--- src/verilog/i2c_pkg.sv ---
package i2c_pkg;

////////////////////
// bus timing
////////////////////

localparam int SCL_QTR   = 125;                 // 100 kHz scl at 50 MHz sys_clk
localparam int SCL_QTR_W = $clog2(SCL_QTR);     // quarter divider width
localparam int WAIT_UNIT = 1024;                // sys_clk cycles per wait unit
localparam int WAIT_W    = 16 + $clog2(WAIT_UNIT);
localparam int RETRY_MAX = 3;                   // attempts per write
localparam int RETRY_W   = $clog2(RETRY_MAX);

////////////////////
// configuration word
////////////////////

localparam logic CFG_KIND_WRITE = 1'b0;
localparam logic CFG_KIND_WAIT  = 1'b1;

// register write to one chip
typedef struct packed {
    logic       kind;       // bit 25 in both views
    logic [1:0] spare;
    logic [6:0] dev_addr;
    logic [7:0] reg_addr;
    logic [7:0] data;
} cfg_wr_t;

// idle time before the next entry
typedef struct packed {
    logic        kind;
    logic [8:0]  spare;
    logic [15:0] count;     // in WAIT_UNIT steps
} cfg_wait_t;

typedef union packed {
    cfg_wr_t   wr;
    cfg_wait_t wt;
} cfg_word_t;               // 26 bits

// one write handed to the bit engine
typedef struct packed {
    logic [6:0] dev_addr;
    logic [7:0] reg_addr;
    logic [7:0] data;
} i2c_req_t;                // 23 bits

function automatic cfg_word_t cfg_write(input logic [6:0] dev, input logic [7:0] ra,
                                        input logic [7:0] d);
    cfg_word_t w;
    w.wr = '{kind: CFG_KIND_WRITE, spare: 2'b00, dev_addr: dev, reg_addr: ra, data: d};
    return w;
endfunction

function automatic cfg_word_t cfg_wait(input logic [15:0] n);
    cfg_word_t w;
    w.wt = '{kind: CFG_KIND_WAIT, spare: 9'd0, count: n};
    return w;
endfunction

////////////////////
// boot table
////////////////////

localparam int ENTRY_W = 3;                     // index into the table
localparam int CFG_NUM = 8;
localparam int IDX_W   = ENTRY_W + 1;           // one more so the end is reachable

localparam cfg_word_t CFG_TABLE [CFG_NUM] = '{
    cfg_wait(16'd4),                    // chips leave reset
    cfg_write(7'h48, 8'h0f, 8'h00),     // rx bank 0
    cfg_write(7'h48, 8'h10, 8'h3c),     // rx port enable
    cfg_write(7'h48, 8'h24, 8'h01),     // rx hpd high
    cfg_wait(16'd2),                    // let the rx settle
    cfg_write(7'h39, 8'h08, 8'h35),     // tx soft reset release
    cfg_write(7'h39, 8'h41, 8'h10),     // tx power up
    cfg_write(7'h39, 8'h98, 8'h03)      // tx output on
};

endpackage
--- src/verilog/hdmi_i2c.sv ---
`timescale 1ns/1ns

module hdmi_i2c import i2c_pkg::*; (
    input  logic sys_clk,
    input  logic rst_n,
    input  logic sda_in,
    output logic scl,
    output logic sda_oe,
    output logic cfg_done,      // table finished, held until reset
    output logic cfg_err        // some write abandoned
);

typedef enum logic [2:0] {
    S_FETCH,
    S_WAIT,
    S_START,
    S_XFER,
    S_DONE
} seq_t;

seq_t               state;
logic [IDX_W-1:0]   idx;        // current table entry
logic [WAIT_W-1:0]  wait_cnt;
logic [RETRY_W-1:0] retry_cnt;  // attempts already failed
cfg_word_t          cur;

// master handshake
logic     start;
i2c_req_t req;
logic     busy;
logic     done;
logic     nack;

assign cur = CFG_TABLE[idx[ENTRY_W-1:0]];   // only looked at while idx < CFG_NUM

// write view of the current word
assign req.dev_addr = cur.wr.dev_addr;
assign req.reg_addr = cur.wr.reg_addr;
assign req.data     = cur.wr.data;

assign start = (state == S_START);          // single cycle, master idle here

////////////////////
// sequencer
////////////////////

always_ff @(posedge sys_clk) begin
    if (!rst_n) begin
        state     <= S_FETCH;       // entry 0 read on the first cycle out of reset
        idx       <= '0;
        wait_cnt  <= '0;
        retry_cnt <= '0;
        cfg_done  <= 1'b0;
        cfg_err   <= 1'b0;
    end else begin
        case (state)
            S_FETCH: begin
                if (idx == IDX_W'(CFG_NUM)) begin
                    state    <= S_DONE;
                    cfg_done <= 1'b1;
                end else if (cur.wt.kind == CFG_KIND_WAIT) begin
                    wait_cnt <= WAIT_W'(cur.wt.count) * WAIT_W'(WAIT_UNIT);
                    state    <= S_WAIT;
                end else begin
                    retry_cnt <= '0;
                    state     <= S_START;
                end
            end
            S_WAIT: begin
                // count * WAIT_UNIT cycles spent here
                if (wait_cnt <= WAIT_W'(1)) begin
                    idx   <= idx + 1'b1;
                    state <= S_FETCH;
                end else begin
                    wait_cnt <= wait_cnt - 1'b1;
                end
            end
            S_START: begin
                state <= S_XFER;
            end
            S_XFER: begin
                if (done) begin
                    if (!nack) begin
                        idx   <= idx + 1'b1;
                        state <= S_FETCH;
                    end else if (retry_cnt == RETRY_W'(RETRY_MAX - 1)) begin
                        cfg_err <= 1'b1;        // give up on this entry
                        idx     <= idx + 1'b1;
                        state   <= S_FETCH;
                    end else begin
                        retry_cnt <= retry_cnt + 1'b1;
                        state     <= S_START;   // same entry again
                    end
                end
            end
            S_DONE: ;                           // parked until reset
            default: state <= S_FETCH;
        endcase
    end
end

////////////////////
// bit engine
////////////////////

i2c_master u_master (
    .sys_clk (sys_clk),
    .rst_n   (rst_n),
    .start   (start),
    .req     (req),
    .sda_in  (sda_in),
    .scl     (scl),
    .sda_oe  (sda_oe),
    .busy    (busy),
    .done    (done),
    .nack    (nack)
);

// checks
a_idx_range: assert property (@(posedge sys_clk) disable iff (!rst_n)
    idx <= IDX_W'(CFG_NUM));

// never issue while the engine is still on the bus
a_no_start_busy: assert property (@(posedge sys_clk) disable iff (!rst_n)
    !(start && busy));

a_done_sticky: assert property (@(posedge sys_clk)
    $fell(cfg_done) |-> !$past(rst_n));

endmodule

--- src/verilog/i2c_master.sv ---
`timescale 1ns/1ns

module i2c_master import i2c_pkg::*; (
    input  logic     sys_clk,
    input  logic     rst_n,
    input  logic     start,         // one cycle, ignored while busy
    input  i2c_req_t req,
    input  logic     sda_in,
    output logic     scl,
    output logic     sda_oe,        // high pulls sda low
    output logic     busy,
    output logic     done,
    output logic     nack
);

typedef enum logic [1:0] {
    ST_IDLE,
    ST_START,
    ST_BIT,
    ST_STOP
} state_t;

state_t               state;
logic [SCL_QTR_W-1:0] qcnt;         // cycles within a quarter
logic                 qtick;        // last cycle of a quarter
logic [1:0]           qtr;          // quarter within a slot
logic                 slot_end;
logic [3:0]           bit_cnt;      // 0..7 data, 8 ack
logic [1:0]           byte_cnt;     // dev, reg, data
logic [26:0]          shift;        // outgoing frame, msb first

assign qtick    = (state != ST_IDLE) && (qcnt == SCL_QTR_W'(SCL_QTR - 1));
assign slot_end = qtick && (qtr == 2'd3);
assign busy     = (state != ST_IDLE);

////////////////////
// quarter divider
////////////////////

always_ff @(posedge sys_clk) begin
    if (!rst_n) begin
        qcnt <= '0;
        qtr  <= 2'd0;
    end else if (state == ST_IDLE) begin
        qcnt <= '0;         // every transfer starts on a fresh quarter
        qtr  <= 2'd0;
    end else if (qtick) begin
        qcnt <= '0;
        qtr  <= qtr + 2'd1;
    end else begin
        qcnt <= qcnt + 1'b1;
    end
end

////////////////////
// phase FSM
////////////////////

always_ff @(posedge sys_clk) begin
    if (!rst_n) begin
        state    <= ST_IDLE;
        bit_cnt  <= 4'd0;
        byte_cnt <= 2'd0;
        done     <= 1'b0;
        nack     <= 1'b0;
    end else begin
        done <= 1'b0;
        case (state)
            ST_IDLE: begin
                if (start) begin
                    state    <= ST_START;
                    bit_cnt  <= 4'd0;
                    byte_cnt <= 2'd0;
                    nack     <= 1'b0;   // fresh status per transfer
                end
            end
            ST_START: begin
                if (slot_end) state <= ST_BIT;
            end
            ST_BIT: begin
                // ack sampled mid high phase, released line reads 1 on nack
                if (qtick && qtr == 2'd1 && bit_cnt == 4'd8 && sda_in)
                    nack <= 1'b1;
                if (slot_end) begin
                    if (bit_cnt == 4'd8) begin
                        bit_cnt <= 4'd0;
                        if (byte_cnt == 2'd2)
                            state <= ST_STOP;       // all three bytes out
                        else
                            byte_cnt <= byte_cnt + 2'd1;
                    end else begin
                        bit_cnt <= bit_cnt + 4'd1;
                    end
                end
            end
            ST_STOP: begin
                if (slot_end) begin
                    state <= ST_IDLE;
                    done  <= 1'b1;      // busy drops on this same cycle
                end
            end
            default: state <= ST_IDLE;
        endcase
    end
end

// frame loaded once, shifted after every bit slot
always_ff @(posedge sys_clk) begin
    if (state == ST_IDLE && start)
        shift <= {req.dev_addr, 1'b0, 1'b1, req.reg_addr, 1'b1, req.data, 1'b1};
    else if (state == ST_BIT && slot_end)
        shift <= {shift[25:0], 1'b1};
end

////////////////////
// line levels
////////////////////

// per quarter: start  H H H L / bit  L H H L / stop  L H H H
always_comb begin
    case (state)
        ST_START: begin
            scl    = (qtr != 2'd3);
            sda_oe = (qtr != 2'd0);     // falls while scl high
        end
        ST_BIT: begin
            scl    = (qtr == 2'd1) || (qtr == 2'd2);
            sda_oe = ~shift[26];        // ack slots carry a 1, so released
        end
        ST_STOP: begin
            scl    = (qtr != 2'd0);
            sda_oe = (qtr < 2'd2);      // rises while scl high
        end
        default: begin
            scl    = 1'b1;              // bus idle
            sda_oe = 1'b0;
        end
    endcase
end

// sda moves under a high scl only to frame the transfer
a_sda_stable: assert property (@(posedge sys_clk) disable iff (!rst_n)
    ($changed(sda_oe) && scl && $past(scl)) |-> (state inside {ST_START, ST_STOP}));

endmodule

--- config.mk ---
export PLATFORM = sky130hd
export DESIGN_NAME = hdmi_i2c
export DESIGN_NICKNAME = d
export VERILOG_FILES = /design/src/verilog/i2c_pkg.sv /design/src/verilog/hdmi_i2c.sv /design/src/verilog/i2c_master.sv
export SDC_FILE = /design/constraint.sdc
export NUM_CORES = 1
export LEC_CHECK = 0
export CAP_MARGIN = 0
export CORE_AREA = 2 2 94 96
export DETAILED_ROUTE_END_ITERATION = 10
export DIE_AREA = 0 0 96 98
export DONT_BUFFER_PORTS = 1
export PLACE_DENSITY = 0.74
export SLEW_MARGIN = 0
export SYNTH_ARGS = -nofsm -noshare
export SYNTH_HDL_FRONTEND = slang
export SYNTH_HIERARCHICAL = 1
export SYNTH_SLANG_ARGS = --single-unit
--- constraint.sdc ---
create_clock -name sys_clk -period 2.4 [get_ports sys_clk]
set_input_delay 0.24 -clock sys_clk [delete_from_list [all_inputs] [get_ports sys_clk]]
set_output_delay 0.24 -clock sys_clk [all_outputs]
set_load 0.03 [all_outputs]
### Word level (Yosys, flattened, before mapping)

Memories as Yosys holds them, arrays and structs flattened.
Cells that the tools add are included.

| operators by class | value |
|---|---|
| add/subtract/negate cells | 7 |
| order comparisons | 3 |
| eq/ne operators | 33 |
| mux-type cells | 48 |
| bitwise logic cells | 4 |
| reductions and logical operators | 30 |

Operators by type and width:

| cell | number |
|---|---|
| $mux 26 | 5 |
| $mux 27 | 2 |
| $pmux 26 s2 | 1 |
| $mux 2 | 18 |
| $mux 4 | 7 |
| $le 26x1->1 const B | 1 |
| $sub 26x1->26 const B | 1 |
| $ne 2x1->1 const B | 9 |
| $ne 2x2->1 const B | 8 |
| $pmux 4 s2 | 2 |
| $pmux 3 s5 | 1 |
| $reduce_bool 2->1 | 7 |
| $eq 2x2->1 const B | 6 |
| $reduce_and 4->1 | 3 |
| $reduce_and 6->1 | 2 |
| $mux 3 | 3 |
| $reduce_and 3->1 | 3 |
| $add 4x1->4 const B | 2 |
| $eq 4x4->1 const B | 2 |
| $pmux 2 s2 | 2 |
| $pmux 2 s4 | 1 |
| $add 7x1->7 const B | 1 |
| $eq 7x7->1 const B | 1 |
| $logic_and 1x1->1 | 7 |
| other kinds (20) | 30 |

| storage, ports and cells | value |
|---|---|
| flip-flop bits (word level) | 82 |
| ROM bits | 208 |
| input port bits | 3 |
| output and inout bits | 4 |
| logic and storage cells | 141 |
| memories kept | 1 |

Memories:

| memory | words | bits a word | rd ports | clocked after memory_dff | wr ports | line | source |
|---|---|---|---|---|---|---|---|
| (no name shown) | 8 | 26 | 1 | 0 | 0 | hdmi_i2c.sv:34 | `assign cur = CFG_TABLE[idx[ENTRY_W-1:0]];` |

### Logic depth before layout (Yosys ltp)

Gate-level depths: netlist (run 1).

| depth | value |
|---|---|
| word-level depth | 7 |
| mapped depth | 8 |
| mapped depth without buffers | 7 |

### Hierarchy

The synthesis (run 1) kept the hierarchy.

By module, submodules not included:

| module | times used | cells each | area each (um^2) | sequential area each (um^2) |
|---|---|---|---|---|
| hdmi_i2c | 1 | 313 | 2544.9 | 740.7 |
| i2c_master | 1 | 197 | 2163.3 | 1131.1 |

### Worst setup path after synthesis (run 1)

Ideal clock, no wire load.

| path | value |
|---|---|
| kind | flip-flop to flip-flop |
| start | reg u_master.state[0] |
| end | reg u_master.shift[10], enable pin |
| setup time | 0.383 ns |
| data arrival time | 1.976 ns |
| required time | 2.017 ns |
| setup slack | 0.040 ns |
| cell stages (with the launch flop) | 8 |
| buffers on the path | 2 |
| clock period less this slack | 2.360 ns |
| cell sequence | dfxtp_1 > inv_1 > ha_1 > nand2b_1 > nor3_2 > buf_4 > buf_2 > nand2b_1 |

| on the way | value |
|---|---|
| word-level cells in the longest chain between the ends | 5 |
| elaborated cells on any way between the ends | 8 |
| those cells by class | 1 x eq/ne; 7 x reduce/logical |

Ends and longest elaborated chain:

| element | line | source |
|---|---|---|
| from (decl) | i2c_master.sv:23 | `state_t state;` |
| from (signal assigned) | i2c_master.sv:61 | `state <= ST_IDLE;` |
| from (signal assigned) | i2c_master.sv:71 | `state <= ST_START;` |
| from (signal assigned) | i2c_master.sv:78 | `if (slot_end) state <= ST_BIT;` |
| $reduce_bool 2->1 | n/a |  |
| $logic_and 1x1->1 | i2c_master.sv:32 | `assign qtick = (state != ST_IDLE) && (qcnt == SCL_QTR_W'(SCL_QTR - 1));` |
| $logic_and 1x1->1 | i2c_master.sv:33 | `assign slot_end = qtick && (qtr == 2'd3);` |
| $logic_and 1x1->1 | i2c_master.sv:111 | `else if (state == ST_BIT && slot_end)` |
| $reduce_bool 2->1 (no source line) (*) | n/a |  |
| to (signal assigned) | i2c_master.sv:110 | `shift <= {req.dev_addr, 1'b0, 1'b1, req.reg_addr, 1'b1, req.data, 1'b1};` |
| to (signal assigned) | i2c_master.sv:112 | `shift <= {shift[25:0], 1'b1};` |
| to (decl) | i2c_master.sv:30 | `logic [26:0] shift;` |

Every way passes the cells marked *; elsewhere a longest branch is shown, timed or not.
A chain may end at the register's enable or synchronous reset.

### Worst setup path after layout (run 1)

| path | value |
|---|---|
| start | reg wait_cnt[0] |
| end | reg wait_cnt[16] |

| on the way | value |
|---|---|
| word-level cells in the longest chain between the ends | 3 |
| elaborated cells on any way between the ends | 6 |
| those cells by class | 1 x add/sub; 1 x order compare; 1 x eq/ne; 2 x mux; 1 x reduce/logical |

Ends and longest elaborated chain:

| element | line | source |
|---|---|---|
| from (decl) | hdmi_i2c.sv:23 | `logic [WAIT_W-1:0] wait_cnt;` |
| from (signal assigned) | hdmi_i2c.sv:62 | `wait_cnt <= WAIT_W'(cur.wt.count) * WAIT_W'(WAIT_UNIT);` |
| from (signal assigned) | hdmi_i2c.sv:75 | `wait_cnt <= wait_cnt - 1'b1;` |
| $sub 26x1->26 / $le 26x1->1 (equally long branches) | hdmi_i2c.sv:75, hdmi_i2c.sv:71 |  |
| $mux 26 / $ne 2x2->1 (equally long branches) | n/a |  |
| $pmux 26 s2 / $reduce_and 4->1 (equally long branches) | n/a |  |

Parallel ways exist; a longest one is shown, timed or not. The select of a mux whose other input is x is not followed.

==> summary.md, run 1 <==
| Metric | Value |
|---|---|
| Crit Path Category | reg2reg |
| Family with the most delay on the worst path | compound AO/OA/AOI/OAI gates |
| Vias | 3995 |
| Peak VDD IR | 0.764 mV |
| Worst Skew | 0.00942 ns |
| Leakage power | 1.91 nW |
| Core Area | 8470 um2 |
| Status | finished clean |
| #FFs+latches synth | 82 |
| Detailed placer's ending HPWL | 7850 um |
| Post-synthesis cell area | 4710 um2 |
| Root Buffer | clkbuf_8 |
| Max Cap Viol | 0 |
| Row count | 34 |
| First-pass GRT wire length | 18200 um |
| DP Worst Slack | 0.287 ns |
| Crit-path cells | inv_1, ha_1, nor3b_1, nand2_1, nor3_1, a2111oi_0, a31o_1 |
| CTS Buffer Depth | 2 |
| Fmax | 0.468 GHz |
| Most frequent cells in the layout | 59 x dfxtp_1, 46 x nor2_1, 36 x nand2_1 |
| Routed Antenna Nets | 0 |
| Ys flop type | dfxtp_1 |
| DR iter-0 viols | 185 |
| DR vias/cell | 6.29 |
| Average cell area after synthesis | 9.23 um2 |
| Fin. Hold Viols | 0 |
| Pwr Total | 6.13 mW |
| Ports | 7 |
| Largest net degree at the start of global routing | 30 |
| Leading area contributor after synthesis | dfxtp_1 |
| RSZ-0062 raised after global routing | false |
| DRT Wirelength | 11000 um |
| Synth Instances | 510 |
| IO buf count | 0 |
| Non-filler instance count after layout | 635 |
| Final TNS setup | 0 ns |
| Antenna violations before repair | 0 |
| Worst-path clk slew | 0.08 ns |
| YS warnings | 6 |
| Period utilization | 0.890 |
| Power Dens Cells | 1190 nW/um2 |
| Routed len/inst | 17.3 um |
| Die width | 96 um |
| Design area | 5150 um2 |
| Final WS setup | 0.265 ns |
| Arr. time, crit path | 2.44 ns |
| FF-to-FF setup slack | 0.26 ns |
| Num CTS Buffers | 9 |
| Worst path required time | 2.71 ns |
| Total die area | 9410 um2 |
| Crit path buffers/inverters | 1 |
| Most common cell after layout, fill and taps aside | dfxtp_1 |
| H-tree Lvls | 3 |
| Fin. max-slew vios | 0 |
| Worst slew pin tran | 0.680 ns |
| Post-synth cell types | 83 |
| Worst Hold Class | in2reg |
| Routability Congestion | 0.955 |
| Worst skew pair latency | 0.36 ns |
| Vias in the first global route | 3889 |
| Dpl cells | 617 |
| Nets | 548 |
| Dpl cell area | 4920 um2 |
| Slew Limit Headroom | 0.545 |
| Setup violations, final | 0 |
| Period minus WS final | 2.14 ns |
| Worst-path fanout max | 8 |
| GRT Overall Usage | 0.243 |
| Post-synthesis sequential area ratio | 0.398 |
| GRT Residual Overflow | 0 |
| Diodes inserted | 0 |
| CTS tree | built |
| CP Launch Type | flip-flop |
| Worst-path cell with the longest stage delay | a2111oi_0 |
| Slowest stage delay, CP | 0.51 ns |
| DRC errors left | 0 |
| Die Y | 98 um |
| Synth-to-layout area growth | 9.30% |
| Initial Utilization | 0.556 |
| Synth top area share | 0.251 |
| Initial DRT Pass Iterations | 4 |
| Finished Core Util | 0.608 |
| Clock sinks | 82 |
| Setup crit end kind | flip-flop |
| Ranking of synthesized cells by area | dfxtp_1 25%, edfxtp_1 15%, ha_1 6.1%, a22o_1 4.1%, nor2_1 3.7% |
| EDFF count, synth | 23 |
| Ys async rst share | 0 |
| Hold WS | 0.0181 ns |
| Share of layout cells above drive strength 1 | 0.131 |
## worst paths after layout
path                 from      endpoint  cells past startpoint
max reg2reg   wait_cnt[0]  wait_cnt[16]                      7
min                 rst_n  wait_cnt[12]                      2
max           wait_cnt[0]  wait_cnt[16]                      7
min reg2reg  wait_cnt[24]  wait_cnt[24]                      2
## layer usage
layer  wire (um)  global-route usage
met5           0                   0
met4         286              0.0890
met3         557              0.0517
met1        4710               0.300
met2        5410               0.413
## synth_stat cells, types with 4 or more instances
master     instances
a2111oi_0          6
a21o_1             5
a21oi_1           24
a22o_1            22
a2bb2oi_1          4
a31o_1             8
a31oi_1            5
buf_2              6
clkbuf_1          16
dfxtp_1           59
edfxtp_1          23
ha_1              23
inv_1             31
mux2i_1            5
nand2_1           36
nand2b_1           7
nand3_1           19
nand4_1            4
nor2_1            46
nor2b_1            5
nor3_1            23
nor4_1             4
o21ai_0           15
o22ai_1            8
o32ai_1            4
or4_1              4
xnor2_1            4
## power breakdown
| group | internal, mW | total, mW | leakage, nW | switching [mW] |
|---|---|---|---|---|
| clock network | 0.501 | 1.01 | 0.0985 | 0.507 |
| registers | 1.67 | 1.91 | 0.681 | 0.243 |
| logic | 1.23 | 3.21 | 1.13 | 1.97 |
## repair_timing
item                                    CTS  global route
buffers inserted                          0             0
endpoints found under the hold margin     1             1
hold buffers                              1             1
gates resized for setup                   0             1
endpoints found under the setup margin    0             1
## area by class of cell
class                      instances  area [um2]
fill                             737        3320
multi-input combinational        371        2600
sequential                        82        1870
timing repair buffer              27         220
clock buffer                      14         184
tap                              108         135
inverter                          31         116
clock inverter                     2        16.3
## registers in the layout, indices dropped and copies added (netlist names), 3 cells and up
signal and flops:
state 3, wait_cnt 26, u_master/shift 26, idx 4
u_master/qcnt 7, u_master/bit_cnt 4
## cell families after synthesis
kind of cell | synth area share
AND/OR/NAND/NOR | 0.223
other | 0.000796
XOR/XNOR | 0.0112
adder cells (fa/ha/maj) | 0.0611
flip-flops | 0.398
buffers and inverters | 0.0550
AO/OA/AOI/OAI | 0.235
multiplexers | 0.0154
## worst reg2reg max path, delay by kind of cell, from the launching register on
kind | cells | cell delay [ns]
compound gates | 2 | 0.67
flops | 1 | 0.44
buf+inv | 1 | 0.09
fa+ha+maj | 1 | 0.28
simple gates | 3 | 0.61
(Power assumes the default switching activity.)
==> run 2, diff against run 1 <==
- CELL_PAD_IN_SITES_DETAIL_PLACEMENT: unset -> 2
- CELL_PAD_IN_SITES_GLOBAL_PLACEMENT: unset -> 2
- CORE_AREA: 2 2 94 96 -> 2 2 116 118
- DIE_AREA: 0 0 96 98 -> 0 0 118 120
- PLACE_DENSITY: 0.74 -> unset
- PLACE_DENSITY_LB_ADDON: unset -> 0.1
==> summary.md, run 2 (synthesis gave the netlist of run 1 again) <==
| Metric | Value |
|---|---|
| Status | finished clean |
| Core Area | 13000 um2 |
| Routed len/inst | 19.8 um |
| DR iter-0 viols | 249 |
| Total die area | 14200 um2 |
| GRT Residual Overflow | 0 |
| Fmax | 0.453 GHz |
| CTS Buffer Depth | 2 |
| Synth-to-layout area growth | 13.5% |
| Root Buffer | clkbuf_16 |
| Worst skew pair latency | 0.35 ns |
| Sw Share | 0.440 |
| Power Dens Cells | 1270 nW/um2 |
| Fin. max-slew vios | 0 |
| Vias | 4009 |
| Detailed placer's ending HPWL | 9850 um |
| Period minus WS final | 2.21 ns |
| Diodes inserted | 0 |
| Most common cell after layout, fill and taps aside | dfxtp_1 |
| Die width | 118 um |
| Crit Path Category | reg2reg |
| Hold_sp | rst_n |
| Worst Hold Class | in2reg |
| Leakage power | 1.96 nW |
| CTS tree | built |
| GRT Overall Usage | 0.208 |
| Max Cap Viol | 0 |
| Clk pwr share | 0.203 |
| Initial DRT Pass Iterations | 4 |
| Setup crit end kind | flip-flop |
| Pint | 3.81 mW |
| Crit path from | wait_cnt[0] |
| RSZ-0062 raised after global routing | false |
| IO buf count | 0 |
| Setup violations, final | 0 |
| Antenna violations before repair | 0 |
| Crit-path cells | inv_1, ha_1, nor3b_1, nand2_1, buf_4, o21ai_0, a31o_1, a21oi_1 |
| DRT Wirelength | 13900 um |
| Biggest regs | u_master/shift: 26 flops, wait_cnt: 26 flops, u_master/qcnt: 7 flops |
| Peak VDD IR | 0.606 mV |
| Slew Limit Headroom | 0.538 |
| Fin. Hold Viols | 0 |
| Worst-path cell with the longest stage delay | dfxtp_1 |
| Final TNS setup | 0 ns |
| Worst path required time | 2.61 ns |
| Ports | 7 |
| Routability Congestion | 0.802 |
| Pwr Total | 6.80 mW |
| CP Launch Type | flip-flop |
| Num CTS Buffers | 9 |
| Comb power frac | 0.514 |
| DR vias/cell | 5.70 |
| Worst-path clk slew | 0.07 ns |
| Period utilization | 0.920 |
| DRC errors left | 0 |
| Arr. time, crit path | 2.42 ns |
| Nets | 548 |
| H-tree Lvls | 3 |
| Clock sinks | 82 |
| R2R Path Start | wait_cnt[0] |
| Share of layout cells above drive strength 1 | 0.137 |
| Part of the power in registers | 0.283 |
| Worst slew pin tran | 0.693 ns |
| Slowest stage delay, CP | 0.37 ns |
| Routed Antenna Nets | 0 |
| Most frequent cells in the layout | 59 x dfxtp_1, 46 x nor2_1, 36 x nand2_1 |
| Vias in the first global route | 4353 |
| Switch Pwr | 2.99 mW |
| Die Y | 120 um |
| Worst-path fanout max | 8 |
| Worst Skew | 0.00981 ns |
| Initial Utilization | 0.363 |
| Row count | 42 |
| Largest net degree at the start of global routing | 38 |
| First-pass GRT wire length | 23300 um |
## run 2: changes by cell type in the layout (fill, tap and decap cells not counted), moves of 2 or more
| cell | change |
|---|---|
| buf_12 | +2 |
| clkbuf_16 | +8 |
| clkinv_2 | +3 |
| clkbuf_8 | -11 |
| dlygate4sd3_1 | -2 |
## run 2: timing repair
action	in CTS	in global routing
setup buffers	0	0
setup endpoints to repair	0	3
resized for setup	0	2
hold buffers	0	0
endpoints found under the hold margin	0	0
## run 2: worst max-delay path, delay by kind of cell (launching register included)
kind | cells | cell delay, ns
AND/OR/NAND/NOR | 2 | 0.64
AO/OA/AOI/OAI | 3 | 0.40
buffers and inverters | 2 | 0.38
flip-flops | 1 | 0.37
adder cells (fa/ha/maj) | 1 | 0.28
## run 2: metrics by stage
step	utilization	hold slack, ns	setup slack, ns	instances	cell area (um2)
after detailed placement	0.389	0.372	0.244	687	5050
after floorplan	-	0.358	0.0404	513	4720
after CTS	0.411	0.00868	0.100	703	5340
after global routing	0.412	0.0194	0.00144	703	5340
final	0.412	0.0212	0.192	703	5340
after global placement	0.389	0.364	0.277	687	5050
## run 2: power groups by stage
stage	combinational (mW)	clock, mW	sequential, mW
detailed placement	3.48	0	1.94
CTS	3.51	1.43	1.92
finish	3.49	1.38	1.92
global placement	3.40	0	1.93
floorplan	2.38	0	1.86
global route	3.84	1.48	1.96
## run 2: layout make-up
type                    instances  area (um2)
clock buffers                  10         229
clock inverters                 6        57.6
fillers                      1431        7640
inverters                      31         116
multi-input cells             371        2610
flip-flops and latches         82        1870
well taps                     176         220
repair buffers                 27         240
## run 2: worst paths after layout
kind | cells past startpoint | slack (ns) | to
worst max-delay path | 8 | 0.19 | wait_cnt[14]
worst min-delay path | 1 | 0.02 | u_master/byte_cnt[1]
worst max register to register | 8 | 0.19 | wait_cnt[14]
worst min register to register | 2 | 0.45 | u_master/shift[9]
## run 2: routing by layer
metal | wire length, um | GRT usage | up-vias
met2 | 6740 | 0.357 | 26
met4 | 217 | 0.0678 | 0
met3 | 243 | 0.0352 | 14
li1 | - | - | 1929
met1 | 6710 | 0.265 | 2040
met5 | 0 | 0 | -
==> run 3, diff against run 2 <==
- BUFFER_PORTS_ARGS: unset -> -buffer_cell sky130_fd_sc_hd__buf_2
- DONT_BUFFER_PORTS: 1 -> unset
- clock period: 2.4 -> 2 ns (I/O delays scaled with it)
==> summary.md, run 3 (synthesis gave the netlist of run 1 again) <==
| Metric | Value |
|---|---|
| Nets | 588 |
| Slowest stage delay, CP | 0.48 ns |
| DP Worst Slack | -0.104 ns |
| Worst skew pair latency | 0.35 ns |
| Worst Skew | 0.00425 ns |
| Initial Utilization | 0.363 |
| Crit path buffers/inverters | 1 |
| Num CTS Buffers | 9 |
| Crit-path cells | nor4_4, and4_4, a21oi_2, buf_6, a2111oi_1, a31o_1 |
| Leakage power | 2.18 nW |
| Worst-path cell with the longest stage delay | a2111oi_1 |
| Power Dens Cells | 1530 nW/um2 |
| Status | finished, violations left |
| Biggest regs | u_master/shift: 26 flops, wait_cnt: 26 flops, u_master/qcnt: 7 flops |
| Fin. max-slew vios | 0 |
| H-tree Lvls | 3 |
| Setup violations, final | 1 |
| Fmax | 0.498 GHz |
| RSZ-0062 raised after global routing | true |
| Max Cap Viol | 0 |
| Die Y | 120 um |
| Row count | 42 |
| DR iter-0 viols | 214 |
| Die width | 118 um |
| DRC errors left | 0 |
| First-pass GRT wire length | 25100 um |
| Worst-path fanout max | 8 |
| Arr. time, crit path | 2.30 ns |
| Ports | 7 |
| Setup crit end kind | flip-flop |
| Period utilization | 1.00 |
| Worst Hold Class | in2reg |
| Share of layout cells above drive strength 1 | 0.254 |
| DRT Wirelength | 15300 um |
| CTS tree | built |
| Initial DRT Pass Iterations | 4 |
| IO buf count | 6 |
| Most frequent cells in the layout | 59 x buf_4, 50 x dfxtp_1, 45 x nor2_1 |
| Detailed placer's ending HPWL | 10600 um |
| Diodes inserted | 0 |
| Crit Path Category | reg2reg |
| Root Buffer | clkbuf_16 |
| Antenna violations before repair | 0 |
| GRT Residual Overflow | 0 |
| CTS Buffer Depth | 2 |
| Period minus WS final | 2.01 ns |
| Routability Congestion | 0.815 |
| Vias in the first global route | 4522 |
| GRT Overall Usage | 0.225 |
| Fin. Hold Viols | 0 |
| Final WS setup | -0.00919 ns |
| DR vias/cell | 5.71 |
| Clock sinks | 82 |
| Routed len/inst | 20.6 um |
| Synth-to-layout area growth | 22.6% |
| Peak VDD IR | 0.636 mV |
| Vias | 4246 |
| Total die area | 14200 um2 |
| CP Launch Type | flip-flop |
| Most common cell after layout, fill and taps aside | buf_4 |
| Slew Limit Headroom | 0.424 |
| Family with the most delay on the worst path | simple AND/OR/NAND/NOR gates |
| Worst path required time | 2.30 ns |
| Worst-path clk slew | 0.07 ns |
| Largest net degree at the start of global routing | 30 |
| Finished Core Util | 0.445 |
| Failing checks | setup timing |
| Core Area | 13000 um2 |
| CTS Hold Bufs | 0 |
| Routed Antenna Nets | 0 |
| Worst slew pin tran | 0.864 ns |
==> run 3: changes by cell type in the layout (fill, tap and decap cells not counted), moves of 4 or more <==
cell | previous run | this run
buf_4 | 24 | 59
inv_1 | 31 | 27
a2111oi_0 | 6 | 0
dfxtp_2 | 0 | 9
buf_2 | 0 | 5
dfxtp_1 | 59 | 50
==> run 3: worst paths after layout <==
| check | from | to | slack, ns | cells after the start |
|---|---|---|---|---|
| max reg2reg | wait_cnt[18] | wait_cnt[9] | -0.009 | 6 |
| min | rst_n | u_master/byte_cnt[1] | 0.14 | 2 |
| min reg2reg | u_master/qcnt[0] | u_master/qcnt[0] | 0.46 | 1 |
| max | wait_cnt[18] | wait_cnt[9] | -0.009 | 6 |
==> run 3: metal layers <==
| metal | vias up | GRT usage | share of wire |
|---|---|---|---|
| met1 | 2145 | 0.292 | 0.46 |
| met2 | 56 | 0.384 | 0.50 |
| li1 | 2023 | - | - |
| met3 | 22 | 0.0366 | 0.026 |
| met4 | 0 | 0.0685 | 0.016 |
| met5 | - | 0 | 0 |
==> run 3: what timing repair did <==
action / CTS / global route
setup endpoints to repair: 10 / 57
hold endpoints to repair: 0 / 0
resized for setup: 14 / 33
pin swaps: 3 / 4
buffers inserted: 3 / 7
==> run 3: final cells by class <==
cell class / count / area, um2
fill: 1443 / 7210
multi-input combinational: 371 / 2740
sequential: 82 / 1880
timing repair buffer: 67 / 519
clock buffer: 11 / 233
tap: 176 / 220
inverter: 31 / 123
clock inverter: 5 / 55.1
==> run 3: power by group <==
group          switching [mW]  internal (mW)
clock                   0.736          0.965
sequential              0.287           2.02
combinational            2.86           1.98
==> run 3: per-stage QoR <==
step | instance area (um2) | hold slack (ns) | total power [mW] | std cells | setup TNS (ns)
3_3_place_gp | 5260 | 0.435 | 6.63 | 717 | 0
4_1_cts | 5620 | 0.130 | 8.58 | 736 | 0
3_5_place_dp | 5260 | 0.457 | 6.75 | 717 | -0.179
2_1_floorplan | 4730 | 0.318 | 5.10 | 513 | 0
5_1_grt | 5770 | 0.145 | 9.46 | 743 | -0.301
6_report | 5770 | 0.140 | 8.84 | 743 | -0.00919
